File: src/hdl/beat_counter.sv
`timescale 1ns/1ps

module beat_counter #(
	parameter int ROW_BEATS = 80
) (
	input  logic                         clk_133M,
	input  logic                         rst_n_133M,
	input  logic                         start_row,
	input  logic                         rd_valid,
	output logic [$clog2(ROW_BEATS)-1:0] wr_addr,
	output logic                         wr_en,
	output logic                         last_beat
);

	localparam int BEAT_W = $clog2(ROW_BEATS);
	localparam int CNT_W  = $clog2(ROW_BEATS + 1);  // Must hold ROW_BEATS

	logic [CNT_W-1:0] count;
	logic             in_range;

	assign in_range = (count < CNT_W'(ROW_BEATS));

	always_ff @(posedge clk_133M) begin
		if (!rst_n_133M) begin
			count <= CNT_W'(ROW_BEATS);     // Idle as a finished row
		end else if (start_row) begin
			count <= '0;
		end else if (rd_valid && in_range) begin
			count <= count + 1'b1;          // Saturates at ROW_BEATS
		end
	end

	assign wr_addr   = count[BEAT_W-1:0];
	assign wr_en     = rd_valid && in_range;      // No writes past the row
	assign last_beat = rd_valid && (count == CNT_W'(ROW_BEATS - 1));

endmodule

File: config.mk
export PLATFORM = sky130hd
export DESIGN_NAME = beat_counter
export DESIGN_NICKNAME = d
export VERILOG_FILES = /design/src/hdl/beat_counter.sv
export SDC_FILE = /design/constraint.sdc
export NUM_CORES = 1
export LEC_CHECK = 0
export BUFFER_PORTS_ARGS = -buffer_cell sky130_fd_sc_hd__buf_2
export CAP_MARGIN = 20
export CORE_UTILIZATION = 25
export CTS_BUF_LIST = sky130_fd_sc_hd__clkbuf_2 sky130_fd_sc_hd__clkbuf_4 sky130_fd_sc_hd__clkbuf_8
export DETAILED_ROUTE_END_ITERATION = 16
export GPL_ROUTABILITY_DRIVEN = 0
export PLACE_DENSITY_LB_ADDON = 0.08
export REMOVE_ABC_BUFFERS = 1
export SLEW_MARGIN = 30
export SYNTH_ARGS = -nofsm -noshare
export SYNTH_HDL_FRONTEND = slang
export SYNTH_SLANG_ARGS = --single-unit
File: constraint.sdc
create_clock -name clk_133M -period 1.8 [get_ports clk_133M]
set_clock_uncertainty 0.15 [all_clocks]
set_input_delay 0.27 -clock clk_133M [delete_from_list [all_inputs] [get_ports clk_133M]]
set_output_delay 0.27 -clock clk_133M [all_outputs]
set_load 0.02 [all_outputs]
== After elaboration in Yosys (flattened, before gate mapping) ==
Index checks and enable logic that the tools add are counted.
Cells by class
  reductions and logical operators: 4
  eq/ne operators: 1
  $add $sub $neg: 1
  magnitude comparators: 1
  bitwise logic cells: 1
  muxes and demuxes: 2
Operators by type and width (number)
  $mux 7: 2
  $add 7x1->7 const B: 1
  $eq 7x7->1 const B: 1
  $lt 7x7->1 const B: 1
  $logic_and 1x1->1: 2
  $reduce_bool 2->1: 1
  $reduce_or 2->1: 1
  $not 1->1: 1
Storage, ports and cells
  word-level logic and storage cells: 12
  output and inout port bits: 9
  bits in registers: 7
  bits of input ports: 4

== Logic depth before layout (Yosys ltp) ==
  depth in word-level cells: 4
  gate-level depth with buffers: 4

== Worst setup path before layout ==
Ideal clock, no wire load.
  path kind: register to output
  start point: reg count[0] (netlist: wr_addr[0])
  end point: out last_beat
  stages on the path, launching flop included: 4
  required time: 1.380 ns
  arrival: 1.577 ns
  path slack: -0.197 ns
  path through: dfxtp_1 -> ha_1 -> nand4_1 -> nor4b_1
Between the ends
  longest elaborated chain between the ends: 2
Ends and longest elaborated chain
  start: declaration: line 18  | logic [CNT_W-1:0] count;
  start signal: assignment: line 25  | count <= CNT_W'(ROW_BEATS);
  start signal: assignment: line 29  | count <= count + 1'b1;
  $eq 7x7->1: line 35  | assign last_beat = rd_valid && (count == CNT_W'(ROW_BEATS - 1));
  $logic_and 1x1->1: line 35
  end: declaration: line 12  | output logic last_beat
Every way passes these cells.

== Worst setup path after layout ==
  start point: reg count[1] (netlist: wr_addr[1])
  end point: out last_beat
The elaborated chain is that of the path after synthesis.

==> results.toml <==
[pwr]
p_switching_uw = 90.8
power.ir.vdd_worst_uv = 348
power_switching_share_pct = 24.9
power.share.sequential_pct = 45.2
power_frac_comb_pct = 11.0
clkPwrFrac_pct = 43.8
cellLeakagePower_uw = 0.000206
int_power_uw = 273
power_density_nw_per_um2 = 718

[clock_network]
cts_tree = "built"
cts_root_buffer = "sky130_fd_sc_hd__clkbuf_4"
h-tree-depth = 1
cts.sinks = 7
cts.path.max_buffers = 2
clk_pin_slew_worst_paths_ns = 0.05
hold_bufs_inserted_after_cts = 0
tritoncts.num_buffers = 3
later_pin_clock_latency_in_the_skew_report_ns = 0.25

[place]
detailedPlacementHpwl_um = 651
port_buffers = 12
placement.cell_area_um2 = 425
dp_worst_setup_slack_ns = 0.200

[setup_path]
worst_setup_path_end_kind = "output port"
crit_arrival_ns = 1.36
crit-reg2reg-launch = "wr_addr[0]"
critPathLaunch = "wr_addr[1]"
slowest_delay_ns = 0.37
r2r_cells = 4
worst_r2r_endpoint = "wr_addr[5]"
timing.critical_path.slowest_stage_cell = "sky130_fd_sc_hd__dfxtp_4"
crit_type = "reg2out"
timing.critical_path.fanout_max = 3
timing.critical_path.required_ns = 1.38
path_cells = "ha_4 > nand4_1 > nor4b_2 > buf_4"
reg2reg_slack_ns = 0.33
critical_path.startpoint_type = "flop"
worst_setup_path_endpoint = "last_beat"

[cells_and_area]
flow.area_growth_from_synthesis_pct = 46.2
drive_above_1_share_pct = 42.4
highest_count_cells_in_the_layout_ignoring_fill_and_taps = "11 x sky130_fd_sc_hd__buf_2, 5 x sky130_fd_sc_hd__nand2_1, 5 x sky130_fd_sc_hd__a21oi_1, 5 x sky130_fd_sc_hd__dfxtp_1"
layout.nets = 65
stdcell_area_um2 = 507
largest_register_ff_count = 7
n_antenna_cell = 0
mostFrequentLayoutCell = "sky130_fd_sc_hd__buf_2"

[global_route]
number_of_antenna_violations_at_the_first_check_in_global_routing = 0
grt_overflow = 0
pin_count_of_the_biggest_net_entering_global_routing = 9
grt_usage_pct = 13.9
vias_in_the_first_global_route = 325
grt_first_pass_wirelength_um = 1340

[synthesis]
synthDistinctLibCells = 20
cells_after_synthesis = 40
yosysWarningCount = 0
syn_area_per_cell_um2 = 8.66
synth_largest_type_area_fraction_pct = 40.4
synth-seq-area-share_pct = 40.4
synth_area_leader_cell = "sky130_fd_sc_hd__dfxtp_1"
syn_area_um2 = 347
yosys-top-cells-area = "sky130_fd_sc_hd__dfxtp_1 40%, sky130_fd_sc_hd__a21oi_1 7.2%, sky130_fd_sc_hd__o21ai_0 5.8%"
yosys_register_bits = 7

[route]
wl_per_cell_um = 12.4
routed_via_density = 5.12
finalWirelength_um = 915
route.detailed.drc = 0
dr_total_vias = 379
detailedRoute.firstPassIterationCount = 2
remaining_antenna_violation_count_after_routing = 0
drt_iter0_drc = 4

[die]
initial_utilization_pct = 26.6
floorplan.die.width_um = 39.2
chipHeight_um = 39.2
core_um2 = 1300
die_area_um2 = 1540
standard_cell_row_count = 13
floorplan.io_pins = 13

[timing]
fin_max_slew_vios = 0
timing.final.crit_period_ns = 1.78
finalHoldViolCount = 0
report.final.setup_viol = 0
max_freq_mhz = 560
rsz0062_at_grt = "yes"
slew_headroom_pct = 84.6
post-route-period-util_pct = 99.1
max_slew.worst_pin.slew_ns = 0.231
postLayoutSetupSlackWorst_ns = 0.0158

[worst_hold_path]
hold_path.class = "in2reg"

[run_status]
run_status = "finished clean"

[flow_run]
maxCapViolCount = 0
final cells by class:
class	count	area, um2
clock buffers	4	30.0
fillers	164	795
repair buffers	15	85.1
inverters	1	3.75
multi-input cells	32	221
flip-flops and latches	7	148
well taps	15	18.8
critical path, delay by kind of cell (launching register included):
family	cells	cell delay (ns)
buffers and inverters	1	0.18
adders and majority gates	1	0.14
and+or+nand+nor	2	0.42
DFF	1	0.37
power by group through the flow:
stage	Sequential, uW	Clock (uW)	Combinational (uW)
2_1_floorplan	174	0	17.0
3_3_place_gp	169	0	36.5
3_5_place_dp	170	0	37.1
4_1_cts	167	161	37.4
5_1_grt	165	179	43.4
6_report	164	160	40.0
per-layer routing:
layer  share of wire (%)  up-vias  global-route usage (%)
met5                   0        -                       0
met4                0.87        0                    7.76
met3                 7.2        2                    8.67
met2                  49       13                    20.8
met1                  43      176                    14.8
li1                    -      188                       -
synthesized netlist by cell type (all sizes together):
library cell,n
dfxtp,7
nand2,5
nor2,1
ha,1
a21oi,5
nor2b,1
nor4b,1
and4,1
o21ai,4
mux2i,1
or4,1
o31ai,2
o21a,1
nand2b,1
a31oi,1
inv,1
nor3b,1
nand4,2
or3,3
logic make-up after synthesis:
logic type	synth area share (%)
AO/OA/AOI/OAI	21.3
flip-flops	40.4
buffers and inverters	1.08
adder cells (fa/ha/maj)	3.61
AND/OR/NAND/NOR	30.7
multiplexers	2.89
stage by stage:
step	power [uW]	std cells	setup TNS (ns)	utilization [%]	hold slack [ns]
2_1_floorplan	191	40	-0.197	-	0.191
5_1_grt	388	74	-0.110	38.9	0.0596
4_1_cts	365	71	0	35.7	0.0810
3_3_place_gp	206	67	0	32.7	0.322
3_5_place_dp	207	67	0	32.7	0.335
6_report	364	74	0	38.9	0.0799
worst min path at each step:
stage | from | end | slack (ns) | cells past startpoint
floorplan | rst_n_133M | wr_addr[4] | 0.19 | 1
global route | rst_n_133M | wr_addr[4] | 0.06 | 2
CTS | rst_n_133M | wr_addr[6] | 0.08 | 2
detailed placement | rst_n_133M | wr_addr[4] | 0.34 | 2
finish | rst_n_133M | wr_addr[6] | 0.08 | 2
global placement | rst_n_133M | wr_addr[4] | 0.32 | 2
repair_timing:
action	4_1_cts	5_1_grt
cloned	0	0
resized for setup	3	5
pin swaps	0	3
setup endpoints to repair	1	1
buffers inserted	0	3
Note: power is estimated with default switching activity, not from simulation.
