### config.mk
export PLATFORM = sky130hd
export DESIGN_NAME = row_fetch_fsm
export DESIGN_NICKNAME = d
export VERILOG_FILES = /design/src/hdl/row_fetch_fsm.sv
export SDC_FILE = /design/constraint.sdc
export NUM_CORES = 1
export LEC_CHECK = 0
export BUFFER_PORTS_ARGS = -buffer_cell sky130_fd_sc_hd__buf_2
export CORE_AREA = 2 2 39 41
export DETAILED_ROUTE_END_ITERATION = 7
export DIE_AREA = 0 0 41 43
export MAX_ROUTING_LAYER = met4
export PLACE_DENSITY = 0.35
export SLEW_MARGIN = 10
export SYNTH_ARGS = -nofsm -noshare
export SYNTH_HDL_FRONTEND = slang
export SYNTH_SLANG_ARGS = --single-unit
export TNS_END_PERCENT = 10
### constraint.sdc
create_clock -name clk_133M -period 1 [get_ports clk_133M]
set_input_delay 0.15 -clock clk_133M [delete_from_list [all_inputs] [get_ports clk_133M]]
set_output_delay 0.15 -clock clk_133M [all_outputs]
set_load 0.02 [all_outputs]
### src/hdl/row_fetch_fsm.sv
`timescale 1ns/1ps

module row_fetch_fsm (
	input  logic clk_133M,
	input  logic rst_n_133M,
	input  logic start_row,
	input  logic rd_valid,
	input  logic ram_busy,
	input  logic last_beat,
	output logic req
);

	typedef enum logic [2:0] {
		IDLE,
		ARM,        // First trigger of a row
		ISSUE,      // Request pending behind ram_busy
		WAIT_DATA,  // One beat outstanding
		DONE
	} state_t;

	state_t state;
	logic   trigger;
	logic   row_end;

	// A request may go out one cycle after any of these
	assign trigger = (state == ARM) ||
			(state == ISSUE) ||
			(state == WAIT_DATA && rd_valid && !last_beat);

	assign row_end = (state == WAIT_DATA) && rd_valid && last_beat;

	always_ff @(posedge clk_133M) begin
		if (!rst_n_133M) begin
			state <= IDLE;
			req   <= 1'b0;
		end else begin
			req <= 1'b0;                  // Single-cycle pulse
			if (start_row) begin
				state <= ARM;             // Restart from any state
			end else if (trigger) begin
				if (!ram_busy) begin
					req   <= 1'b1;
					state <= WAIT_DATA;
				end else begin
					state <= ISSUE;       // Retry next cycle
				end
			end else if (row_end) begin
				state <= DONE;
			end
		end
	end

	// IDLE and DONE only leave on start_row, which the branch above covers.
	// A response that arrives outside WAIT_DATA belongs to an aborted row
	// and does not trigger a new request.

endmodule

# Yosys cells after proc, flatten, opt, wreduce, memory -nomap -nowiden
# Cells that the tools add are included.
dict set report word_totals {
  reg_bits 4
  latch_bits 0
  ram_bits 0
  rom_bits 0
  input_bits 6
  out_inout_bits 1
  wordCells 23
  n_memories 0
}
dict set report op_classes {
  n_addsub 0
  n_mul 0
  n_div 0
  magnitude_cmp 0
  eq_ne 3
  shifts 0
  mux 5
  n_bitwise 2
  reduce_logical 10
}
# cell n
set op_table {}
lappend op_table {{equality test 3 x 2 -> 1 bit, second input constant} 2}
lappend op_table {{two-way mux 3 bit} 2}
lappend op_table {{equality test 3 x 1 -> 1 bit, second input constant} 1}
lappend op_table {{logical AND 1 bit} 3}
lappend op_table {{two-way mux 1 bit} 3}
lappend op_table {{nonzero test 3 bit} 1}
lappend op_table {{OR reduction 3 bit} 1}
lappend op_table {{logical OR 1 bit} 2}
lappend op_table {{inverter 1 bit} 2}
lappend op_table {{nonzero test 2 bit} 1}
lappend op_table {{OR reduction 2 bit} 1}
lappend op_table {{logical NOT 1 bit} 1}

# Logic depth before layout (Yosys ltp)
dict set report depth {
  word_depth 6
  depth_mapped 3
  ltp_nobuf 3
}

# Worst setup path before layout
# OpenSTA, ideal clock, no wires.
dict set report synth_timing {
  path_type {reg-to-reg}
  startpoint {reg state[0]}
  endpoint {reg req}
  setup_time_ps 65
  arrival_time_ps 938
  required_time_ps 935
  slack_ps -3
  path_stages_with_launch 4
  path_buffers 0
  synth_period_minus_slack_ps 1003
  cell_sequence {dfxtp_1 -> and2_1 -> a2111oi_2 -> nor2b_1}
}
dict set report synth_via {
  elab_chain_cells 6
  word_cells_on_any_way 9
  cone_classes {3 x eq/ne; 1 x bitwise; 5 x reduce/logical}
}
# item line
set synth_lines {}
lappend synth_lines {{start: declaration} 21} ;# state_t state;
lappend synth_lines {{start signal: assignment} 34} ;# state <= IDLE;
lappend synth_lines {{start signal: assignment} 39} ;# state <= ARM;
lappend synth_lines {{start signal: assignment} 43} ;# state <= WAIT_DATA;
lappend synth_lines {{equality test 3 x 2 -> 1 bit} 28} ;# (state == WAIT_DATA && rd_valid && !last_beat);
lappend synth_lines {{logical AND 1 bit (2 in series)} 28}
lappend synth_lines {{logical OR 1 bit *} 27} ;# (state == ISSUE) ||
lappend synth_lines {{inverter 1 bit (no source line) *} -}
lappend synth_lines {{OR reduction 3 bit (no source line) *} -}
lappend synth_lines {{end signal: assignment} 35} ;# req <= 1'b0;
lappend synth_lines {{end signal: assignment} 37} ;# req <= 1'b0;
lappend synth_lines {{end signal: assignment} 42} ;# req <= 1'b1;
lappend synth_lines {{end: declaration} 10} ;# output logic req
# Mark *: on every way between the ends. The rest lies on a longest branch, timed or not.
# A chain may end at the register's enable or synchronous reset.

# Worst setup path after layout
dict set report layout_timing {
  startpoint {reg state[1]}
  endpoint {reg req}
}
# The elaborated chain is that of the path after synthesis.

==> flow_summary.ini <==
[timing]
rsz0062_at_grt = true
maxSlewHeadroom = 0.815
worst_slew_pin_slew_ns = 0.277
setup-tns-final_ns = -0.0183
post-route-period-util = 1.02
clock.fmax_mhz = 982
holdWs_ns = 0.139
finalSetupViolCount = 1
period_needed_ns = 1.02
fin_worst_skew_ns = 0.00227
slew_violations = 0
setup_slack_ns = -0.0183
finalHoldViolCount = 0

[yosys]
synth_top_area_share = 0.430
syn-num-nets = 26
netlist_instances = 20
synthTopCellsByArea = dfxtp_1, a21oi_1, a2111oi_2
synthMostInstantiatedCell = dfxtp_1
synth_edf_count = 0
ys_types = 14
ys_async_sr_fraction = 0
syn-cell-area_um2 = 186
synthTopCellsByCount = dfxtp_1, a21oi_1, nand2_1
synth_ff_type = dfxtp_1
yosysWarnings = 0
ys_ff_latch = 4
synth-seq-area-share = 0.430
yosysTopAreaCell = dfxtp_1
synth.avg_cell_area_um2 = 9.32

[detailed_routing]
dr.pass1.iters = 1
routedWlPerCell_um = 9.87
vias = 182
antenna_left = 0
drt-total-wl_um = 464
drtIter0Drc = 0
drcViolationCount = 0
routed_via_density = 3.87

[run_status]
violations = negative setup slack
outcome = finished with violations

[worst_setup_path]
cp-end-kind = register
rr_startpoint = state[1]$_SDFFE_PP0P_
critPathKind = reg2reg
worst_ep_required_time_ns = 1.17
regToRegEndpoint = req$_SDFF_PP0_
rr_worst_depth = 3
crit_start = state[1]$_SDFFE_PP0P_
r2r_slack_ns = -0.02
cp.arrival_ns = 1.19
crit_path_max_fanout = 3
crit_path_start_kind = register

[cts]
htree_levels = 1
cts_sinks = 4
path_clk_slew_ns = 0.04
clk_path_buf_depth = 2
cts_hold_buf = 0
cts_root_buf = clkbuf_4
post_cts_buffers = 0
cts_tree = done
tritoncts.num_buffers = 3
clk_latency_ns = 0.23

[place]
io_buffers = 6
finalWeightedCongestion = 0.727
dp_hpwl_um = 341
dp.cells = 44
dpl_worst_slack_ns = -0.0405

[global_routing]
top_usage_layer = met4
overflow = 0
grt_pass1_vias = 194
globalRouteMet3Util = 0.0314
grt_antenna_before_repair = 0
grt_max_degree = 5
grt_pass1_wl_um = 759
grt_usage = 0.0772
grtUsageMet2 = 0.0969
grtUsageMet1 = 0.0643

[pwr]
power_uw = 434
p_leak_uw = 0.000118
p_per_area_nw_per_um2 = 1460
peakVddDrop_mv = 0.391

[floorplanning]
coreArea_um2 = 1380
io_pins = 7
rows = 14
fp.dieH_um = 43
die_w_um = 41
start_util = 0.135
die_area_um2 = 1760

[final_layout]
area.growth.synth_to_final_pct = 59.7
antenna_cells = 0
nets = 39
layout-drive-gt1-share = 0.581
finalNonFillerCells = 47

[worst_hold_path]
whs_path_depth = 2
worstHoldPathType = in2reg
min_from = rst_n_133M
holdPathEnd = state[0]$_SDFFE_PN0P_

[job]
maxCapViolCount = 0
==> layer usage <==
layer	vias to the layer above	wire length, um
met2	8	216
met5	-	0
met1	77	197
met4	0	22
li1	95	-
met3	2	28
==> cells in the final DEF, fill, tap and decap left out <==
master,count
a2111oi_4,1
a21oi_1,3
a311oi_2,1
and2_4,1
and3_2,1
buf_2,6
buf_4,2
clkbuf_4,3
dfxtp_1,2
dfxtp_2,2
inv_1,1
nand2_1,2
nand2b_1,1
nand2b_4,1
nor2_1,1
nor2b_1,1
o21a_1,1
o21ai_1,1
==> logic make-up (layout without fill, tap and decap cells) <==
logic type             Yosys count  in the layout  share of synthesized area
AOI/OAI and AO/OA                7              7                      0.275
DFF                              4              4                      0.430
and+or+nand+nor                  8              8                      0.275
buffers and inverters            1             12                     0.0201
==> power breakdown <==
part | total (uW) | internal (uW) | switching (uW) | leakage [uW]
registers | 172 | 167 | 4.30 | 0.0000333
clock network | 201 | 134 | 67.1 | 0.0000138
logic | 60.7 | 32.8 | 27.9 | 0.0000711
==> metrics by stage <==
stage          utilization  cell area [um2]
4_1_cts              0.212              293
6_report             0.215              298
3_5_place_dp         0.182              251
5_1_grt              0.215              298
2_1_floorplan            -              186
3_3_place_gp         0.182              251
==> how the worst max path moves through the flow <==
stage                       endpoint  slack [ns]  cells past startpoint
2_1_floorplan         req$_SDFF_PP0_      -0.003                      3
3_3_place_gp   state[0]$_SDFFE_PN0P_       -0.02                      3
3_5_place_dp   state[1]$_SDFFE_PP0P_       -0.04                      3
4_1_cts               req$_SDFF_PP0_       -0.03                      3
5_1_grt               req$_SDFF_PP0_       -0.07                      3
6_report              req$_SDFF_PP0_       -0.02                      3
==> area by class of cell <==
class	count	area (um2)
flip-flops and latches	4	82.6
well taps	16	20.0
repair buffers	8	45.0
clock buffers	3	22.5
multi-input cells	15	124
fillers	151	1090
inverters	1	3.75
==> state kept, by name (all words and copies together) (netlist names) <==
register and flops:
state 3, req 1
==> critical path, stage by stage, from the launching register on <==
cell and delay (ns):
dfxtp_2 0.32, and2_4 0.16, a2111oi_4 0.31, nor2b_1 0.16
==> repair_timing <==
action	in CTS	in global routing
resized for setup	2	4
hold endpoints to repair	0	0
setup endpoints to repair	3	3
pin swaps	2	1
No activity file was read; power rests on OpenSTA's default activity.
