--- src/hdl/vga_row_pkg.sv ---
package vga_row_pkg;

	// Frame selector, memory and pixel types
	typedef logic [2:0]   frame_sel_t;       // Values 0 to 5 valid
	typedef logic [24:0]  mem_addr_t;        // Memory word address
	typedef logic [127:0] beat_t;            // One memory beat
	typedef logic [15:0]  pixel_t;           // One RGB565 pixel

	typedef struct packed {
		logic      req;                      // Read request pulse
		mem_addr_t addr;                     // Valid while req high
	} rd_req_t;

	typedef struct packed {
		logic  valid;                        // Data pulse
		beat_t data;
	} rd_resp_t;

	parameter int NUM_FRAMES      = 6;
	parameter int ADDR_STEP       = 4;       // Word address advance per beat
	parameter int PIXELS_PER_BEAT = 8;

	// Base address per selector, selector 5 sits at the bottom of memory
	parameter mem_addr_t FRAME_BASE [NUM_FRAMES] = '{
		25'h25800, 25'h4B000, 25'h70800, 25'h96000, 25'hBB800, 25'h0
	};

	// Out-of-range selectors fall back to address zero
	function automatic mem_addr_t frame_base(frame_sel_t sel);
		if (sel < frame_sel_t'(NUM_FRAMES))
			return FRAME_BASE[sel];
		return '0;
	endfunction

endpackage

--- src/hdl/pixel_scan.sv ---
`timescale 1ns/1ps

module pixel_scan
	import vga_row_pkg::*;
#(
	parameter int ROW_BEATS = 80,
	parameter int H_RESTART = 798
) (
	input  logic                                         clk_133M,
	input  logic                                         rst_n_133M,
	input  logic                                         pixel_tick,
	input  logic [9:0]                                   h_count,
	output logic [$clog2(ROW_BEATS*PIXELS_PER_BEAT)-1:0] rd_addr,
	output logic                                         rd_en
);

	localparam int NUM_PIX = ROW_BEATS * PIXELS_PER_BEAT;
	localparam int PIX_W   = $clog2(NUM_PIX);
	localparam int CNT_W   = $clog2(NUM_PIX + 1);  // Parks at NUM_PIX

	logic [CNT_W-1:0] pix_cnt;

	always_ff @(posedge clk_133M) begin
		if (!rst_n_133M) begin
			pix_cnt <= CNT_W'(NUM_PIX);         // No output until first restart
			rd_en   <= 1'b0;
		end else if (pixel_tick) begin
			if (h_count == 10'(H_RESTART)) begin
				pix_cnt <= '0;
				rd_en   <= 1'b1;
			end else begin
				if (pix_cnt < CNT_W'(NUM_PIX))
					pix_cnt <= pix_cnt + 1'b1;
				rd_en <= (pix_cnt < CNT_W'(NUM_PIX - 1));  // Drop after last pixel
			end
		end
	end

	assign rd_addr = pix_cnt[PIX_W-1:0];

endmodule

--- config.mk ---
export PLATFORM = sky130hd
export DESIGN_NAME = pixel_scan
export DESIGN_NICKNAME = d
export VERILOG_FILES = /design/src/hdl/vga_row_pkg.sv /design/src/hdl/pixel_scan.sv
export SDC_FILE = /design/constraint.sdc
export NUM_CORES = 1
export LEC_CHECK = 0
export BUFFER_PORTS_ARGS = -buffer_cell sky130_fd_sc_hd__buf_2
export CORE_MARGIN = 8
export CORE_UTILIZATION = 51
export DETAILED_ROUTE_END_ITERATION = 6
export GPL_TIMING_DRIVEN = 0
export PLACE_DENSITY = 0.81
export SETUP_SLACK_MARGIN = 0.2
export SLEW_MARGIN = 20
export SYNTH_ARGS = -nofsm -noshare
export SYNTH_HDL_FRONTEND = slang
export SYNTH_SLANG_ARGS = --single-unit
--- constraint.sdc ---
create_clock -name clk_133M -period 3.7 [get_ports clk_133M]
set_input_delay 0 -clock clk_133M [delete_from_list [all_inputs] [get_ports clk_133M]]
set_output_delay 0 -clock clk_133M [all_outputs]
set_load 0.005 [all_outputs]
**After elaboration in Yosys (flattened, before gate mapping)**

Cells that the tools add are included.

- Output and inout bits: 11
- Register bits: 11
- Word-level logic and storage cells: 11
- Input port bits: 13

- Equality and inequality tests: 1
- $lt $le $gt $ge: 2
- Reductions and logical operators: 2
- Muxes and demuxes: 3
- $add $sub $neg: 1

Operators by type and width:

| kind | number |
|---|---|
| less-than comparator 10 bit (second input constant) | 2 |
| 2-to-1 mux 10 bit | 2 |
| adder 10 x 1 -> 10 bit (second input constant) | 1 |
| == test 10 bit (second input constant) | 1 |
| AND reduction 2 bit | 1 |
| nonzero test 2 bit | 1 |
| 2-to-1 mux 1 bit | 1 |

**Logic depth before layout (Yosys ltp)**

Gate-level depths: netlist of the first run.

- Depth in word-level cells: 3
- Gate-level depth with buffers: 5

**Least setup slack after synthesis of the first run**

Ideal clock, no wire load.

- Path type: reg-to-reg
- Start point: register pix_cnt[0] (netlist: rd_addr[0])
- End point: register pix_cnt[6] (netlist: rd_addr[6])
- Arrival: 1.188 ns
- Data required time: 3.628 ns
- Setup slack: 2.440 ns
- Stages on the path, launching flop included: 6
- Path buffers: 0
- Path through: dfxtp_1 ha_1 and3_1 nand3_1 a21oi_1 mux2i_1

- Longest elaborated chain between the ends: 3
- Elaborated cells on any way between the ends: 6
- Classes of those cells: 1 x add/sub; 1 x order compare; 2 x mux; 2 x reduce/logical

RTL lines:

| what | line | source |
|---|---|---|
| start, declared | pixel_scan.sv:21 | `logic [CNT_W-1:0] pix_cnt;` |
| start signal, assigned | pixel_scan.sv:25 | `pix_cnt <= CNT_W'(NUM_PIX);` |
| start signal, assigned | pixel_scan.sv:33 | `pix_cnt <= pix_cnt + 1'b1;` |
| adder 10 x 1 -> 10 bit / less-than comparator 10 bit (equally long branches) | pixel_scan.sv:33, pixel_scan.sv:32 |  |
| 2-to-1 mux 10 bit / nonzero test 2 bit (equally long branches) | n/a |  |
| 2-to-1 mux 10 bit / AND reduction 2 bit (equally long branches) | n/a |  |

Several ways; a longest one is shown, not always the timed one. The select of a mux whose other input is x is not followed.
A chain may end at the register's enable or synchronous reset.

**Final worst setup path of the first run**

- Start point: register pix_cnt[0] (netlist: rd_addr[0])
- End point: register pix_cnt[8] (netlist: rd_addr[8])

Same word-level chain as after synthesis.

==> results of run 1 <==
-- how the worst max path moves through the flow --
stage                  to  slack, ns  cells after the start
6_report       rd_addr[8]       2.29                      5
3_3_place_gp   rd_addr[6]       2.35                      5
2_1_floorplan  rd_addr[6]       2.44                      5
5_1_grt        rd_addr[6]       2.16                      5
4_1_cts        rd_addr[8]       2.31                      5
3_5_place_dp   rd_addr[8]       2.33                      5
-- cells by family (layout without fill, tap and decap cells) --
group	Yosys count	count (layout)	share of synthesized area, %
AO/OA/AOI/OAI	17	17	20.1
XOR/XNOR	1	1	1.29
adder cells (fa/ha/maj)	1	1	1.84
buffers and inverters	3	31	1.66
flip-flops	11	11	32.4
multiplexers	4	4	5.89
AND/OR/NAND/NOR	37	37	36.8
-- power groups by stage --
stage / Sequential [uW] / Combinational (uW) / Clock (uW)
2_1_floorplan: 132 / 23.1 / 0
3_3_place_gp: 132 / 39.6 / 0
3_5_place_dp: 132 / 40.8 / 0
4_1_cts: 129 / 41.8 / 86.6
5_1_grt: 130 / 46.5 / 91.9
6_report: 129 / 41.7 / 86.1
-- state kept, by name (all words and copies together), names as in the netlist --
| name | cells |
|---|---|
| rd_addr | 10 |
| rd_en | 1 |
-- per-stage QoR --
stage          util [%]  hold slack, ns  power (uW)  worst slack (ns)  cells
4_1_cts            67.0           0.131         257              2.31    117
3_3_place_gp       64.1           0.227         171              2.35    112
3_5_place_dp       64.1           0.231         173              2.33    112
2_1_floorplan         -          0.0718         155              2.44     74
5_1_grt            67.0           0.209         268              2.16    117
6_report           67.0           0.152         257              2.29    117
-- cell usage in the layout, fill, tap and decap left out, drive strengths merged --
master / Yosys / final
a211oi: 1 / 1
a21oi: 5 / 5
a41oi: 1 / 1
and2: 2 / 2
and3: 1 / 1
and4: 1 / 1
and4b: 1 / 1
buf: 0 / 23
clkbuf: 1 / 5
dfxtp: 11 / 11
dlygate4sd3: 0 / 1
ha: 1 / 1
inv: 2 / 2
mux2i: 4 / 4
nand2: 7 / 7
nand2b: 4 / 4
nand3: 13 / 13
nand3b: 1 / 1
nand4: 2 / 2
nor2: 1 / 1
nor3: 2 / 2
nor4: 1 / 1
nor4b: 1 / 1
o2111ai: 2 / 2
o211a: 1 / 1
o211ai: 2 / 2
o21a: 1 / 1
o21ai: 2 / 2
o311a: 1 / 1
o31a: 1 / 1
xor2: 1 / 1
-- final cells by class --
cell class | count | area (um2)
inverter | 2 | 7.51
fill | 116 | 419
multi-input combinational | 60 | 448
buffer | 1 | 3.75
sequential | 11 | 220
clock buffer | 4 | 26.3
timing repair buffer | 24 | 125
tap | 15 | 18.8
-- routing by layer --
layer	part of all wire, %	vias up	track usage (%)
li1	-	344	-
met1	42	320	14.9
met2	46	30	20.8
met3	10	8	4.26
met4	2.5	0	6.47
met5	0	-	0
-- timing repair --
action | 4_1_cts | 5_1_grt
hold endpoints to repair | 2 | 0
hold buffers | 1 | 0
setup buffers | 0 | 0
endpoints found under the setup margin | 0 | 0
resized for setup | 0 | 0
-- worst min-delay path: stages --
cell and delay, ns:
buf_2 0.16, o21ai_0 0.18, a21oi_1 0.05
==> summary.txt, run 1 <==
Timing
  – Worst-margin pin slew: 0.470 ns
  – Clock Skew: 0.00688 ns
  – Post-route minimum period: approximately 1.4 ns
  – Final hold viol count: 0
  – Final setup vio count: 0
  – Max_slew headroom: 68.7%
  – Setup Total Neg Slack: 0 ns
  – Period Utilization, post-route: 38.2%
  – Fin. max-slew vios: 0
  – F_max: 707 MHz
  – RSZ-0062 raised after global routing: false

Flow run
  – Max-cap violations: 0

Yosys
  – Synth warn: 0
  – Sequential-to-total area share from yosys stat: 32.4%
  – Syn Inst Count: 74
  – Share of flip-flops with an asynchronous set or reset: 0%
  – Syn Std Cell Area: 679 um2
  – Synth area leader: dfxtp_1
  – Ys flop type: dfxtp_1
  – Syn_area_per_cell: about 9.2 um2
  – Post-synth cell types: 31
  – Synth cell count leaders: nand3_1 (13), dfxtp_1 (11), nand2_1 (7)
  – EDFF count, synth: 0
  – Count leader, synth: nand3_1
  – Register bit total from synthesis: 11
  – Mapped Nets: 88
  – Post-synth top area share: ~32%
  – Largest cells by area after synthesis: dfxtp_1 (32%), nand3_1 (9.6%), nand4_4 (6.3%), mux2i_1 (5.9%), nand2_1 (3.9%)

GRT
  – Vias in the first global route: 650
  – Initial antenna violation count: 0
  – Gr usage total: 12.9%
  – First-pass GRT wire length: 2.78 mm
  – Grt total ovfl: 0
  – Largest net degree at the start of global routing: 10

Detailed routing
  – Drt total wl: 1.70 mm
  – DR vias: ~700
  – WL per Instance: 14.5 um
  – TritonRoute pass-1 iters: 4
  – Post-DR vias/cell: 6.00
  – # DRC: 0
  – Detail Route Antenna Nets: 0
  – Iter 0 DRT Violations: 22

Run status
  – Status: finished clean

Power
  – Cell internal pwr: 184 uW
  – Clock Power Share: 33.5%
  – LEAKAGE: 0.000366 uW
  – Sw Share: about 28%
  – VDD IR-drop max: 212 uV
  – Combinational power share: between 15 and 20%
  – Sequential power share: between 50% and 60%
  – Sw Pwr: 72.4 uW
  – Power Dens Cells: 302 nW/um2

Placed design
  – DP Area: 813 um2
  – RD Place Congestion: 0.833
  – HPWL after DPL: 1.27 mm
  – PortBufs: 23

Die
  – Initial Util: 53.6%
  – Core ar.: roughly 1300 um2
  – DIE WIDTH: 52.5 um
  – Chip height: 52.5 um
  – Die Area: 2760 um2
  – I/O pin count: 24
  – Row count: 13

Clocking
  – Worst skew pair latency: 0.27 ns
  – Reg clk slew, reported paths: 0.08 ns
  – Sink Count: 11
  – Root buf cell: clkbuf_4
  – CTS H-tree depth: 1
  – Max Root-Sink Buffers: 2
  – Cts bufs inserted: 3
  – CTS tree: built

Setup path
  – Startpoint types: flip-flop
  – Critical Path Start: rd_addr[0]
  – Critical path endpoint category: flip-flop
  – Setup CP Type: flip-flop to flip-flop
  – CP max stage delay: 0.45 ns
  – R2R setup slack: 2.29 ns
  – Max FO, Critical Path: 6
  – CP required: 3.91 ns
  – Reg2reg start: rd_addr[0]
  – Crit path arrival time: 1.63 ns
  – Crit path cell chain: ha_1 > nand3_1 > nor2_1 > o211a_1 > mux2i_1
  – R2R cell count: 5
  – Top Family by Delay on Critical Path: flip-flops
  – Worst r2r dst: rd_addr[8]
  – Slowest stage cell, crit path: dfxtp_1
  – Buf/Inv on CP: 0

Hold path
  – Hold path start: pixel_tick
  – Hold Path Cell Cnt: 3
  – Worst Hold End: rd_en
  – Hold WC Path Type: input port to flip-flop

Layout
  – Non-Filler Cell Area, Final: 850 um2
  – # nets final: 117
  – Share of cells above drive strength 1: 33.3%
  – Area Overhead vs Synth: 25.0%
  – # diodes: 0
Power figures use the tool's default switching activity.
==> run 2: changes to the inputs <==
- ABC_AREA: not set -> 1
- CORE_UTILIZATION: 51 -> 49
- PLACE_DENSITY: 0.81 -> 0.77
- clock period: 3.7 -> 1.32 ns (I/O delays scaled with it)
==> run 2 against run 1 <==
Against the previous run:
- non-clock buffer count up 11
- synthesized area grew 16%
- final area up 34%
- hold slack got worse by 0.094 ns
- critical endpoint is now rd_en
- power rose to 3.1 times the previous value
- global-route usage grew 1.2 points
- sequential cell count unchanged
- largest cell class unchanged
- worst setup slack got worse by 2.2 ns
- sequential share of layout area is 4.6 points lower
- highest routed layer unchanged
==> summary.txt, run 2 <==
Die
  – Row count: 14
  – Die Area: approximately 3200 um2
  – Chip height: between 50 and 60 um
  – Initial Util: 52.4%
  – Core ar.: 1510 um2
  – DIE WIDTH: 56.1 um
  – I/O pin count: 24

Detailed routing
  – Post-DR vias/cell: 5.35
  – Iter 0 DRT Violations: 14
  – WL per Instance: 13.2 um
  – # DRC: 0
  – TritonRoute pass-1 iters: 4
  – Detail Route Antenna Nets: 0
  – DR vias: a little under 1k
  – Drt total wl: 2.38 mm

Yosys
  – Ys flop type: dfxtp_1
  – Syn_area_per_cell: approximately 6.3 um2
  – EDFF count, synth: 0
  – Synth area leader: dfxtp_1
  – Syn Inst Count: 126
  – Count leader, synth: nand2_1
  – Post-synth top area share: 27.9%
  – Register bit total from synthesis: 11
  – Synth warn: 0
  – Share of flip-flops with an asynchronous set or reset: 0%
  – Syn Std Cell Area: roughly 790 um2
  – Mapped Nets: 140
  – Largest cells by area after synthesis: dfxtp_1 (28%), nand2_1 (17%), nand3_1 (11%), inv_1 (10%), a21oi_1 (5.1%)
  – Synth cell count leaders: nand2_1 (35), inv_1 (21), nand3_1 (18)
  – Post-synth cell types: 20
  – Sequential-to-total area share from yosys stat: 27.9%

Clocking
  – Root buf cell: clkbuf_4
  – Sink Count: 11
  – CTS H-tree depth: 1
  – Worst skew pair latency: 0.28 ns
  – Cts bufs inserted: 3
  – Reg clk slew, reported paths: 0.08 ns
  – CTS tree: built
  – Max Root-Sink Buffers: 2

Power
  – Total power draw: 792 uW
  – VDD IR-drop max: 640 uV
  – LEAKAGE: between 0.0005 and 0.0006 uW
  – Power Dens Cells: 695 nW/um2

Setup path
  – Crit path arrival time: 1.39 ns
  – Startpoint types: flip-flop
  – Max FO, Critical Path: 4
  – Critical path endpoint category: flip-flop
  – Setup CP Type: flip-flop to flip-flop
  – CP required: ~1.5 ns
  – Critical Path Start: rd_addr[1]
  – Reg2reg start: rd_addr[1]

Layout
  – Commonest non-fill, non-tap cell in the layout: nand2_1
  – Fin cells: 180
  – Area Overhead vs Synth: 44.4%
  – Most frequent cells in the layout: nand2_1 (34), buf_2 (23), inv_1 (19), nand3_1 (18), nor2_1 (7)
  – # diodes: 0
  – Non-Filler Cell Area, Final: 1140 um2
  – Post-route core utilization: 75.7%
  – Largest register FFs: 10
  – # nets final: 179
  – Fill count: 126
  – Share of cells above drive strength 1: between 40 and 50%

Timing
  – Final setup vio count: 0
  – F_max: 815 MHz
  – Post-route minimum period: roughly 1.2 ns
  – Clock Skew: approximately 0.014 ns
  – Final hold viol count: 0
  – Worst-margin pin slew: 0.313 ns
  – RSZ-0062 raised after global routing: true
  – Max_slew headroom: between 70% and 80%
  – Setup Total Neg Slack: 0 ns
  – Period Utilization, post-route: 92.9%
  – Fin. max-slew vios: 0

GRT
  – Largest net degree at the start of global routing: 11
  – Initial antenna violation count: 0
  – First-pass GRT wire length: around 3.7 mm
  – Vias in the first global route: 876
  – Gr usage total: 14.1%
  – Grt total ovfl: 0

Flow run
  – Max-cap violations: 0

Placed design
  – Dpl cells: 165
  – DP Area: 942 um2
  – PortBufs: 23
  – HPWL after DPL: 1.68 mm
  – RD Place Congestion: 0.877

Run status
  – Status: finished clean

Hold path
  – Hold path start: pixel_tick
  – Hold WC Path Type: input port to flip-flop
## run 2: cell count changes in the layout (fill, tap and decap cells not counted), sizes merged, moves of 5 or more
| cell | delta |
|---|---|
| buf | +12 |
| nand2 | +33 |
| nand4 | +5 |
| inv | +19 |
| nor2 | +11 |
| nand3 | +5 |
## run 2: kinds of logic (layout without fill, tap and decap cells)
kind of cell	count (synthesis)	count (layout)	synth area share [%]
AND/OR/NAND/NOR	79	79	49.3
buffers and inverters	23	61	12.0
AO/OA/AOI/OAI	12	12	9.19
flip-flops	11	11	27.9
adder cells (fa/ha/maj)	1	1	1.58
## run 2: report_power, final
part	leakage, uW	switching [uW]	internal (uW)
registers	0.0000934	17.6	341
clock network	0.0000150	121	117
logic	0.000457	96.5	99.8
## run 2: layout make-up
| type | count | area [um2] | share of cell area, % |
|---|---|---|---|
| multi-input cells | 92 | 522 | 45.8 |
| flip-flops and latches | 11 | 243 | 21.3 |
| repair buffers | 34 | 228 | 20.0 |
| inverters | 21 | 78.8 | 6.92 |
| clock buffers | 4 | 26.3 | 2.31 |
| plain buffers | 2 | 22.5 | 1.98 |
| well taps | 16 | 20.0 | 1.76 |
## run 2: critical path, stage by stage (launching register included)
cell,delay (ns)
dfxtp_4,0.36
ha_4,0.15
nand2_4,0.06
nor2_4,0.14
nand2_1,0.09
nor2_1,0.11
nand2_1,0.06
nand2_1,0.07
a21oi_1,0.06
## run 2: worst paths after layout
check	endpoint	slack (ns)	depth (start not counted)
min	rd_addr[8]	0.06	3
max	rd_en	0.09	8
max reg2reg	rd_en	0.09	8
min reg2reg	rd_en	0.47	2
## run 2: timing repair
action	in CTS	in global routing
endpoints found under the hold margin	3	0
pin swaps	7	6
setup endpoints to repair	10	11
resized for setup	8	19
hold buffers	1	0
buffers inserted	5	5
## run 2: routing by layer
metal  routed length (um)  vias to the layer above  GRT usage [%]
met2                 1170                       29           24.1
li1                     -                      483              -
met3                  133                       10           4.79
met5                    0                        -              0
met4                   34                        0           3.09
met1                 1040                      441           16.3
## run 2: metrics by stage
step | worst slack, ns | hold WS [ns]
after floorplan | 0.209 | 0.0842
after global placement | 0.103 | 0.242
after detailed placement | 0.0726 | 0.244
after CTS | 0.113 | 0.0637
after global routing | 0.0134 | 0.0764
final | 0.0936 | 0.0576
