[src/hdl/vga_row_pkg.sv]
package vga_row_pkg;

	// Frame selector, memory and pixel types
	typedef logic [2:0]   frame_sel_t;       // Values 0 to 5 valid
	typedef logic [24:0]  mem_addr_t;        // Memory word address
	typedef logic [127:0] beat_t;            // One memory beat
	typedef logic [15:0]  pixel_t;           // One RGB565 pixel

	typedef struct packed {
		logic      req;                      // Read request pulse
		mem_addr_t addr;                     // Valid while req high
	} rd_req_t;

	typedef struct packed {
		logic  valid;                        // Data pulse
		beat_t data;
	} rd_resp_t;

	parameter int NUM_FRAMES      = 6;
	parameter int ADDR_STEP       = 4;       // Word address advance per beat
	parameter int PIXELS_PER_BEAT = 8;

	// Base address per selector, selector 5 sits at the bottom of memory
	parameter mem_addr_t FRAME_BASE [NUM_FRAMES] = '{
		25'h25800, 25'h4B000, 25'h70800, 25'h96000, 25'hBB800, 25'h0
	};

	// Out-of-range selectors fall back to address zero
	function automatic mem_addr_t frame_base(frame_sel_t sel);
		if (sel < frame_sel_t'(NUM_FRAMES))
			return FRAME_BASE[sel];
		return '0;
	endfunction

endpackage

[src/hdl/read_addr_gen.sv]
`timescale 1ns/1ps

module read_addr_gen
	import vga_row_pkg::*;
(
	input  logic       clk_133M,
	input  logic       rst_n_133M,
	input  logic       start_frame,
	input  frame_sel_t last_frame,
	input  logic       req,
	output rd_req_t    rd
);

	mem_addr_t addr;

	// The address runs on across the rows of a frame and is only
	// reloaded at the start of the next frame
	always_ff @(posedge clk_133M) begin
		if (!rst_n_133M) begin
			addr <= '0;
		end else if (start_frame) begin
			addr <= frame_base(last_frame);       // Selected frame base
		end else if (req) begin
			addr <= addr + mem_addr_t'(ADDR_STEP);  // Step after each request
		end
	end

	assign rd.req  = req;
	assign rd.addr = addr;                  // Holds while req is high

endmodule

[config.mk]
export PLATFORM = sky130hd
export DESIGN_NAME = read_addr_gen
export DESIGN_NICKNAME = d
export VERILOG_FILES = /design/src/hdl/vga_row_pkg.sv /design/src/hdl/read_addr_gen.sv
export SDC_FILE = /design/constraint.sdc
export NUM_CORES = 1
export LEC_CHECK = 0
export BUFFER_PORTS_ARGS = -buffer_cell sky130_fd_sc_hd__buf_2
export CORE_MARGIN = 2
export CORE_UTILIZATION = 25
export CTS_BUF_LIST = sky130_fd_sc_hd__clkbuf_2
export DETAILED_ROUTE_END_ITERATION = 12
export SLEW_MARGIN = 20
export SYNTH_ARGS = -nofsm -noshare
export SYNTH_HDL_FRONTEND = slang
export SYNTH_SLANG_ARGS = --single-unit
[constraint.sdc]
create_clock -name clk_133M -period 3.7 [get_ports clk_133M]
set_clock_uncertainty 0.05 [all_clocks]
set_input_delay 0.37 -clock clk_133M [delete_from_list [all_inputs] [get_ports clk_133M]]
set_output_delay 0.37 -clock clk_133M [all_outputs]
set_load 0.02 [all_outputs]
# After elaboration in Yosys (flattened, before gate mapping)
# Memory sizes are Yosys's and may differ from the RTL's.
# Index checks and enable logic that the tools add are counted.
# word_totals
n_memories,1
mem_bits_ro,200
out_inout_bits,26
reg_bits,25
inputBits,7
wordCells,16
# classes
n_reduce_logical,1
n_addsub,1
order_cmp,2
bitwise_logic,1
mux,9
# memory_table
memory,words,word_bits,rd,rd_clocked_by_memory_dff,write_ports,line,source
(name not given),8,25,1,0,0,vga_row_pkg.sv:31,return FRAME_BASE[sel];
# op_table
operator,n
25-bit 2-to-1 mux,6
25-bit by 3-bit adder with 25-bit output (second input constant),1
4-bit >= comparator (second input constant),1
3-bit inverter with 4-bit output,1
3-bit less-than comparator (second input constant),1
1-bit 2-to-1 mux,3
2-bit nonzero test,1

# Logic depth before layout (Yosys ltp)
# Gate-level depths: netlist (run 1).
# depth
depth_word,7
ltp_mapped,6
ltp_nobuf,6

# Worst setup path after synthesis (run 1)
# No wires, ideal clock.
# synth_timing
kind,register to register
startpoint,register addr[2]
endpoint,register addr[24]
path_buffers,1
path_stages_with_launch,7
setup_ps,70
arrival_ps,1948
required_ps,3580
setup_slack_ps,1632
period_less_slack_ps,2068
cell_sequence,dfxtp_1 > ha_1 > nand4_1 > or3_1 > buf_2 > or4_1 > a21oi_1
# synth_via
elab_chain_len,3
# synth_rtl
item,line,source
start: declaration,read_addr_gen.sv:14,mem_addr_t addr;
start signal: assignment,read_addr_gen.sv:22,addr <= frame_base(last_frame);
start signal: assignment,read_addr_gen.sv:24,addr <= addr + mem_addr_t'(ADDR_STEP);
25-bit by 3-bit adder with 25-bit output,read_addr_gen.sv:24,
25-bit 2-to-1 mux,read_addr_gen.sv:23,end else if (req) begin
25-bit 2-to-1 mux,read_addr_gen.sv:21,end else if (start_frame) begin
# Every way passes these cells. The select of a mux whose other input is x is not followed.
# A chain may end at the register's enable or synchronous reset.

# Final worst setup path (run 1)
# Same ends and word-level chain as after synthesis.

==> flow_metrics.tcl, run 1 <==
set metrics [dict create \
    status "finished, final reports clean" \
    min_path_type "input pin to register" \
    synthAdderAreaFrac_pct 4.39 \
    crit_chain "ha_1, nand4_1, or3_1, or4_1, a21oi_1" \
    gp_congestion 0.741 \
    final_area_sq_um 1620 \
    critPathMaxStageDelay_ps 510 \
    endpoint_kind "register" \
    critical_path_arrival_ps 2370 \
    clkTransAtPathRegs_ps 240 \
    port_buffers 30 \
    synth_edf_count 0 \
    finish.net_count 213 \
    grt_pass1_wl_mm 5.92 \
    grt.overflow.total 0 \
    ys_warn_count 0 \
    final_antenna_net_count 0 \
    gr-usage-all-layers_pct 11.5 \
    synth-async-reset-ratio_pct 0 \
    fp.dieH_um 79.5 \
    period_minus_slack_ps 2120 \
    drt-wirelength-per-cell_um 13.1 \
    synth_cell_types 45 \
    wirelength_mm 3.55 \
    antenna_cells 0 \
    fmax_mhz 473 \
    finalSetupTns_ps 0 \
    place_hpwl_mm 2.60 \
    largestRegisters "addr (23)" \
    synth-compound-area-share_pct 18.2 \
    slowest_stage "or3_1" \
    regMostFlops "addr" \
    seq_area_frac_synth_pct 32.3 \
    rows 27 \
    cts_hold_buf 0 \
    max_slew_margin_pct 60.5 \
    first_iter_violations 96 \
    cp.required_ps 3960 \
    worst_pin_slew_ps 586 \
    root_buffer "clkbuf_2" \
    ys_ff_latch 23 \
    ios 33 \
    maxSlewViolCount 0 \
    syn_inst 178 \
    setup_violations 0 \
    r2r_start "addr[2]" \
    maxCapViolCount 0 \
    h-tree-depth 1 \
    start_kind "register" \
    cts_inserted_buffers 3 \
    route.detailed.drc 0 \
    die-area_sq_um 6320 \
    timing.hold.ws_ps 273 \
    dr.pass1.iters 5 \
    synth_top_family_by_area "simple AND/OR/NAND/NOR gates" \
    die_w_um 79.5 \
    start_util_pct 25.9 \
    drive_gt1_share_pct 21.0 \
    postCtsSetupRepairBufs 0 \
    yosys.area_share.simple_pct 32.9 \
    postCtsResizedCells 0 \
    area_growth_pct 13.8 \
    clkLatencyLatePin_ps 350 \
    hold_viol 0 \
    path_class "register to register" \
    first_global_vias 1186 \
    synth_area_per_cell_sq_um 8.00 \
    critical_path_buf_inv_count 0 \
    cp_top_family "simple AND/OR/NAND/NOR gates" \
    clockBufferDepth 2 \
    grt_max_degree 23 \
    synth_mux_area_share_pct 2.20 \
    ff_latch_area_sq_um 460 \
    largest_reg_flops 23 \
    finalCritPeriodShare_pct 57.2 \
    min-delay-start "rst_n_133M" \
    nFillCells 600 \
    multiInputGateArea_sq_um 881 \
    rsz0062_at_grt "false" \
    cts_tree "built" \
    irDropWorstVdd_uv 93.1 \
    startpoint "addr[2]" \
    synthXorXnorAreaFrac_pct 3.69 \
    fp.coreArea_sq_um 5510 \
    leakage_uw 0.000609 \
    vias_per_cell 5.01 \
    via_count 1364 \
    placed_area_sq_um 1600 \
    grt_antenna_before_repair 0 \
    worstPathMaxFanout 7 \
    powerDensity_nw_per_um2 275 \
    synth_ff_type "dfxtp_1" \
    cts_num_sinks 23 \
    syn_area_sq_um 1420 \
]
## worst reg2reg max path: cells and delay by family, from the launching register on
family / cells / cell delay [ps]
flip-flops: 1 / 450
AND/OR/NAND/NOR: 3 / 1220
adder cells (fa/ha/maj): 1 / 200
AO/OA/AOI/OAI: 1 / 140
## synth_stat cells (all sizes together) (3+ instances only)
cell	count	share of area, %
nand4	9	4.4
ha	5	4.4
nor3	8	2.8
o31ai	7	3.7
nand2	15	4.0
o21ai	8	2.8
o211ai	3	1.6
clkbuf	7	1.9
inv	5	1.3
buf	5	2.2
nor4	6	2.6
or4	6	3.2
dfxtp	23	32
a21oi	12	4.2
xnor2	4	2.5
nor2	12	3.2
nand3	9	3.5
or3	3	1.4
nor2b	5	2.2
## kinds of logic (layout without fill, tap and decap cells)
family | Yosys count | count (layout)
simple gates | 83 | 83
compound gates | 39 | 39
flops | 23 | 23
buf+inv | 18 | 39
xor+xnor | 6 | 6
fa+ha+maj | 5 | 5
mux | 3 | 3
other cells | 1 | 2
## metal layers
layer	wire [um]	global-route usage [%]	part of all wire [%]	up-vias
li1	-	-	-	706
met1	1740	16.5	49	616
met2	1560	17.3	44	37
met3	199	1.81	5.6	5
met4	50	3.62	1.4	0
met5	0	0	0	-
## metrics by stage
stage	power, uW	utilization, %	setup slack, ps	cells
2_1_floorplan	317	-	1630	179
3_3_place_gp	337	29.1	1670	268
3_5_place_dp	337	29.1	1660	268
4_1_cts	445	29.4	1600	272
5_1_grt	464	29.4	1500	272
6_report	446	29.4	1580	272
## power by group
part           internal [uW]  switching, uW
clock                   28.5           84.7
combinational           24.4           43.7
sequential               255           9.57
## final timing paths
kind / endpoint / slack, ps / cells past startpoint
worst min register to register: addr[24] / 450 / 2
worst max-delay path: addr[24] / 1580 / 5
worst max register to register: addr[24] / 1580 / 5
worst min-delay path: addr[17] / 270 / 2
## cell usage in the layout (no fill, tap or decap), types with 2 or more instances in the layout
cell type  instances
buf_2             30
dfxtp_1           23
nand2_1           15
nor2_1            12
a21oi_1           12
nand4_1            8
nand3_1            8
nor3_1             8
o21ai_0            8
o31ai_1            7
nor4_1             6
or4_1              6
inv_1              5
nor2b_1            5
ha_1               5
xnor2_1            4
clkbuf_2           4
o211ai_1           3
mux2i_1            2
o2111a_1           2
or3_1              2
xor2_1             2
nor3b_1            2
o221ai_1           2
o211a_1            2
conb_1             2
## layout make-up
| type | count | share of cell area [%] |
|---|---|---|
| clock buffer | 4 | 1.24 |
| inverter | 5 | 1.16 |
| multi-input combinational | 138 | 54.4 |
| sequential | 23 | 28.4 |
| tap | 72 | 5.56 |
| timing repair buffer | 30 | 9.27 |
No activity file was read; power rests on OpenSTA's default activity.
==> run 2: changes to the inputs <==
clock period = 2.1 ns   (was 3.7 ns; I/O delays follow)
==> flow_metrics.tcl, run 2 (synthesis gave the netlist of run 1 again) <==
set metrics [dict create \
    rr_endpoint "addr[23]" \
    maxCapViolCount 0 \
    min-delay-start "start_frame" \
    rr_worst_depth 4 \
    clkPwrFrac_pct 23.6 \
    rsz0062_at_grt "false" \
    root_buffer "clkbuf_2" \
    largest_reg_flops 23 \
    p_sw_share_pct 29.7 \
    finalSetupTns_ps 0 \
    maxSlewViolCount 0 \
    ios 33 \
    irDropWorstVdd_uv 169 \
    period_minus_slack_ps 1920 \
    die-area_sq_um 6320 \
    p_int_uw 548 \
    path_class "register to register" \
    worstHoldEndpoint "addr[13]" \
    placed_area_sq_um 1680 \
    setup_violations 0 \
    cts_inserted_buffers 3 \
    cts_num_sinks 23 \
    gr-usage-all-layers_pct 13.1 \
    final_area_sq_um 1700 \
    start_util_pct 25.9 \
    pwr-share-comb_pct 16.9 \
    area_growth_pct 19.7 \
    grt_antenna_before_repair 0 \
    wirelength_mm 3.80 \
    final.setup.worst_slack_ps 177 \
    place_ws_ps 197 \
    final_antenna_net_count 0 \
    regMostFlops "addr" \
    port_buffers 30 \
    mostFrequentLayoutCell "buf_2" \
    drive_gt1_share_pct 25.6 \
    vias_per_cell 5.16 \
    most-common-layout-cells "30 x buf_2, 22 x dfxtp_1, 15 x nand2_1" \
    fp.coreArea_sq_um 5510 \
    powerDensity_nw_per_um2 457 \
    sequentialPowerShare_pct 59.4 \
    clkTransAtPathRegs_ps 220 \
    p_sw_uw 231 \
    via_count 1461 \
    grt_pass1_wl_mm 6.59 \
    grt.overflow.total 0 \
    postCtsSetupRepairBufs 0 \
    cts_hold_buf 0 \
    r2r_slack_ps 180 \
    drt-wirelength-per-cell_um 13.4 \
    gp_congestion 0.772 \
    die_w_um 79.5 \
    largestRegisters "addr (23)" \
    hold_depth 3 \
    fmax_mhz 520 \
    place_hpwl_mm 2.88 \
    status "finished, final reports clean" \
    hold_viol 0 \
    r2r_start "addr[8]" \
    worstPathMaxFanout 7 \
    critical_path_arrival_ps 2170 \
    worst_pin_slew_ps 552 \
    grt_max_degree 17 \
    leakage_uw 0.000662 \
    route.detailed.drc 0 \
    fp.dieH_um 79.5 \
    rows 27 \
    h-tree-depth 1 \
    clockBufferDepth 2 \
    finalCritPeriodShare_pct 91.6 \
    dr.pass1.iters 4 \
    cts_tree "built" \
    antenna_cells 0 \
    max_slew_margin_pct 62.8 \
    start_kind "register" \
    first_global_vias 1414 \
    min_path_type "input pin to register" \
    first_iter_violations 92 \
    cp.required_ps 2350 \
    finish.net_count 224 \
    endpoint_kind "register" \
    clkLatencyLatePin_ps 340 \
]
-- run 2: cell count changes in the layout (fill, tap and decap cells not counted) --
cell,change
buf_4,+11
dfxtp_1,-1
dfxtp_2,+1
-- run 2: how the worst max path moves through the flow --
stage,startpoint,end,slack (ps)
global placement,addr[5],addr[23],230
global route,addr[8],addr[19],60
floorplan,addr[2],addr[24],30
CTS,addr[3],addr[24],150
detailed placement,addr[3],addr[24],200
finish,addr[8],addr[23],180
-- run 2: power groups by stage --
stage / combinational (uW) / sequential (uW) / clock (uW)
after floorplan: 73.5 / 484 / 0
after global placement: 131 / 472 / 0
after detailed placement: 132 / 471 / 0
after CTS: 133 / 463 / 199
after global routing: 148 / 467 / 219
final: 132 / 463 / 184
-- run 2: layout make-up --
cell class	instances	area, sq um
multi-input cells	138	881
inverters	5	18.8
fillers	595	3800
repair buffers	41	233
well taps	72	90.1
clock buffers	4	20.0
flip-flops and latches	23	462
-- run 2: what timing repair did --
| item | 4_1_cts | 5_1_grt |
|---|---|---|
| endpoints found under the hold margin | 0 | 0 |
| gates resized for setup | 0 | 1 |
| setup endpoints to repair | 0 | 1 |
-- run 2: worst max-delay path, cell delays in order (launching register included) --
cell	delay, ps
dfxtp_1	460
nand4_1	230
or4_1	590
or4_1	420
a21oi_1	140
-- run 2: per-stage QoR --
stage | cells | hold slack [ps] | utilization (%) | total power, uW
2_1_floorplan | 179 | 359 | - | 558
3_3_place_gp | 279 | 415 | 30.6 | 603
3_5_place_dp | 279 | 420 | 30.6 | 603
4_1_cts | 283 | 180 | 30.9 | 796
5_1_grt | 283 | 169 | 30.9 | 834
6_report | 283 | 204 | 30.9 | 780
-- run 2: metal layers --
metal | global-route usage [%] | routed length [um] | share of wire, % | vias up
li1 | - | - | - | 730
met1 | 16.8 | 1730 | 46 | 677
met2 | 21.0 | 1780 | 47 | 49
met3 | 2.38 | 233 | 6.1 | 5
met4 | 6.21 | 58 | 1.5 | 0
met5 | 0 | 0 | 0 | -
==> run 3: changes to the inputs <==
==> constraint.sdc (replaced) <==
create_clock -name clk_133M -period 2.1 [get_ports clk_133M]
set_clock_uncertainty 0.05 [all_clocks]
set_input_delay 0.42 -clock clk_133M [delete_from_list [all_inputs] [get_ports clk_133M]]
set_output_delay 0.42 -clock clk_133M [all_outputs]
set_load 0.02 [all_outputs]
==> flow_metrics.tcl, run 3 (synthesis gave the netlist of run 1 again) <==
set metrics [dict create \
    finish.net_count 225 \
    crit_chain "nand3_2, or4_1, or4_1, a21oi_1" \
    root_buffer "clkbuf_2" \
    ios 33 \
    largest_reg_flops 23 \
    mostFrequentLayoutCell "buf_2" \
    gr-usage-all-layers_pct 12.6 \
    grt.overflow.total 0 \
    ff_latch_area_sq_um 462 \
    regMostFlops "addr" \
    route.detailed.drc 0 \
    start_util_pct 25.9 \
    cts_num_sinks 23 \
    finalCritPeriodShare_pct 91.4 \
    rsz0062_at_grt "false" \
    place_inst 280 \
    fp.dieH_um 79.5 \
    final_cells 284 \
    area_growth_pct 20.2 \
    clkTransAtPathRegs_ps 230 \
    cts_hold_buf 0 \
    setup_violations 0 \
    clkLatencyLatePin_ps 320 \
    most-common-layout-cells "30 x buf_2, 22 x dfxtp_1, 15 x nand2_1" \
    dr.pass1.iters 4 \
    via_count 1409 \
    start_kind "register" \
    die-area_sq_um 6320 \
    clockBufferDepth 2 \
    cts_tree "built" \
    grt_pass1_wl_mm 6.37 \
    first_iter_violations 38 \
    gp_congestion 0.749 \
    postCtsResizedCells 0 \
    port_buffers 30 \
    finalSetupTns_ps 0 \
    period_minus_slack_ps 1920 \
    slowest_stage "or4_1" \
    fp.coreArea_sq_um 5510 \
    grt_antenna_before_repair 0 \
    grt_max_degree 16 \
    worst_pin_slew_ps 612 \
    postCtsSetupRepairBufs 0 \
    wirelength_mm 3.83 \
    maxCapViolCount 0 \
    cts_inserted_buffers 3 \
    cp.required_ps 2350 \
    path_class "register to register" \
    nFillCells 604 \
    largestRegisters "addr (23)" \
    status "finished, final reports clean" \
    antenna_cells 0 \
    first_global_vias 1286 \
    leakage_uw 0.000664 \
    maxSlewViolCount 0 \
    multiInputGateArea_sq_um 881 \
    rows 27 \
    place_hpwl_mm 2.92 \
    min_path_type "input pin to register" \
    endpoint_kind "register" \
    irDropWorstVdd_uv 159 \
    power_uw 786 \
    final_antenna_net_count 0 \
    hold_viol 0 \
    fmax_mhz 521 \
    max_slew_margin_pct 58.8 \
    powerDensity_nw_per_um2 459 \
    critPathMaxStageDelay_ps 610 \
    path_common_cell "or4_1" \
    vias_per_cell 4.96 \
    worstPathMaxFanout 6 \
    die_w_um 79.5 \
    h-tree-depth 1 \
    drt-wirelength-per-cell_um 13.5 \
    critical_path_arrival_ps 2170 \
    drive_gt1_share_pct 25.9 \
]
[run 3: cell type report]
class / instances / area share, %
multi-input combinational: 138 / 51.5
sequential: 23 / 27.0
timing repair buffer: 42 / 14.0
tap: 72 / 5.26
clock buffer: 4 / 1.17
inverter: 5 / 1.10
[run 3: stage by stage]
| step | area, sq um | setup slack [ps] | hold WS, ps | util (%) |
|---|---|---|---|---|
| after floorplan | 1430 | 32.1 | 501 | - |
| after global routing | 1710 | 31.5 | 369 | 31.1 |
| after CTS | 1710 | 145 | 376 | 31.1 |
| final | 1710 | 181 | 401 | 31.1 |
| after detailed placement | 1690 | 199 | 426 | 30.7 |
| after global placement | 1690 | 234 | 424 | 30.7 |
[run 3: routing by layer]
metal	wire, um	vias up	track usage, %
li1	-	727	-
met1	1960	653	18.1
met2	1730	27	19.0
met3	121	2	1.70
met4	25	0	4.31
met5	0	-	0
[run 3: final timing paths]
kind | endpoint | depth (start not counted) | startpoint | slack (ps)
worst max-delay path | addr[23] | 4 | addr[4] | 180
worst min-delay path | addr[13] | 3 | start_frame | 400
worst max register to register | addr[23] | 4 | addr[4] | 180
worst min register to register | addr[24] | 2 | addr[24] | 460
[run 3: worst max-delay path: cells and delay by family, from the launching register on]
family	cells	cell delay (ps)
AO/OA/AOI/OAI	1	150
flip-flops	1	490
AND/OR/NAND/NOR	3	1200
[run 3: where the power goes]
group / switching [uW] / internal [uW]
registers: 16.1 / 449
clock network: 137 / 50.3
logic: 82.0 / 50.8
total: 235 / 550
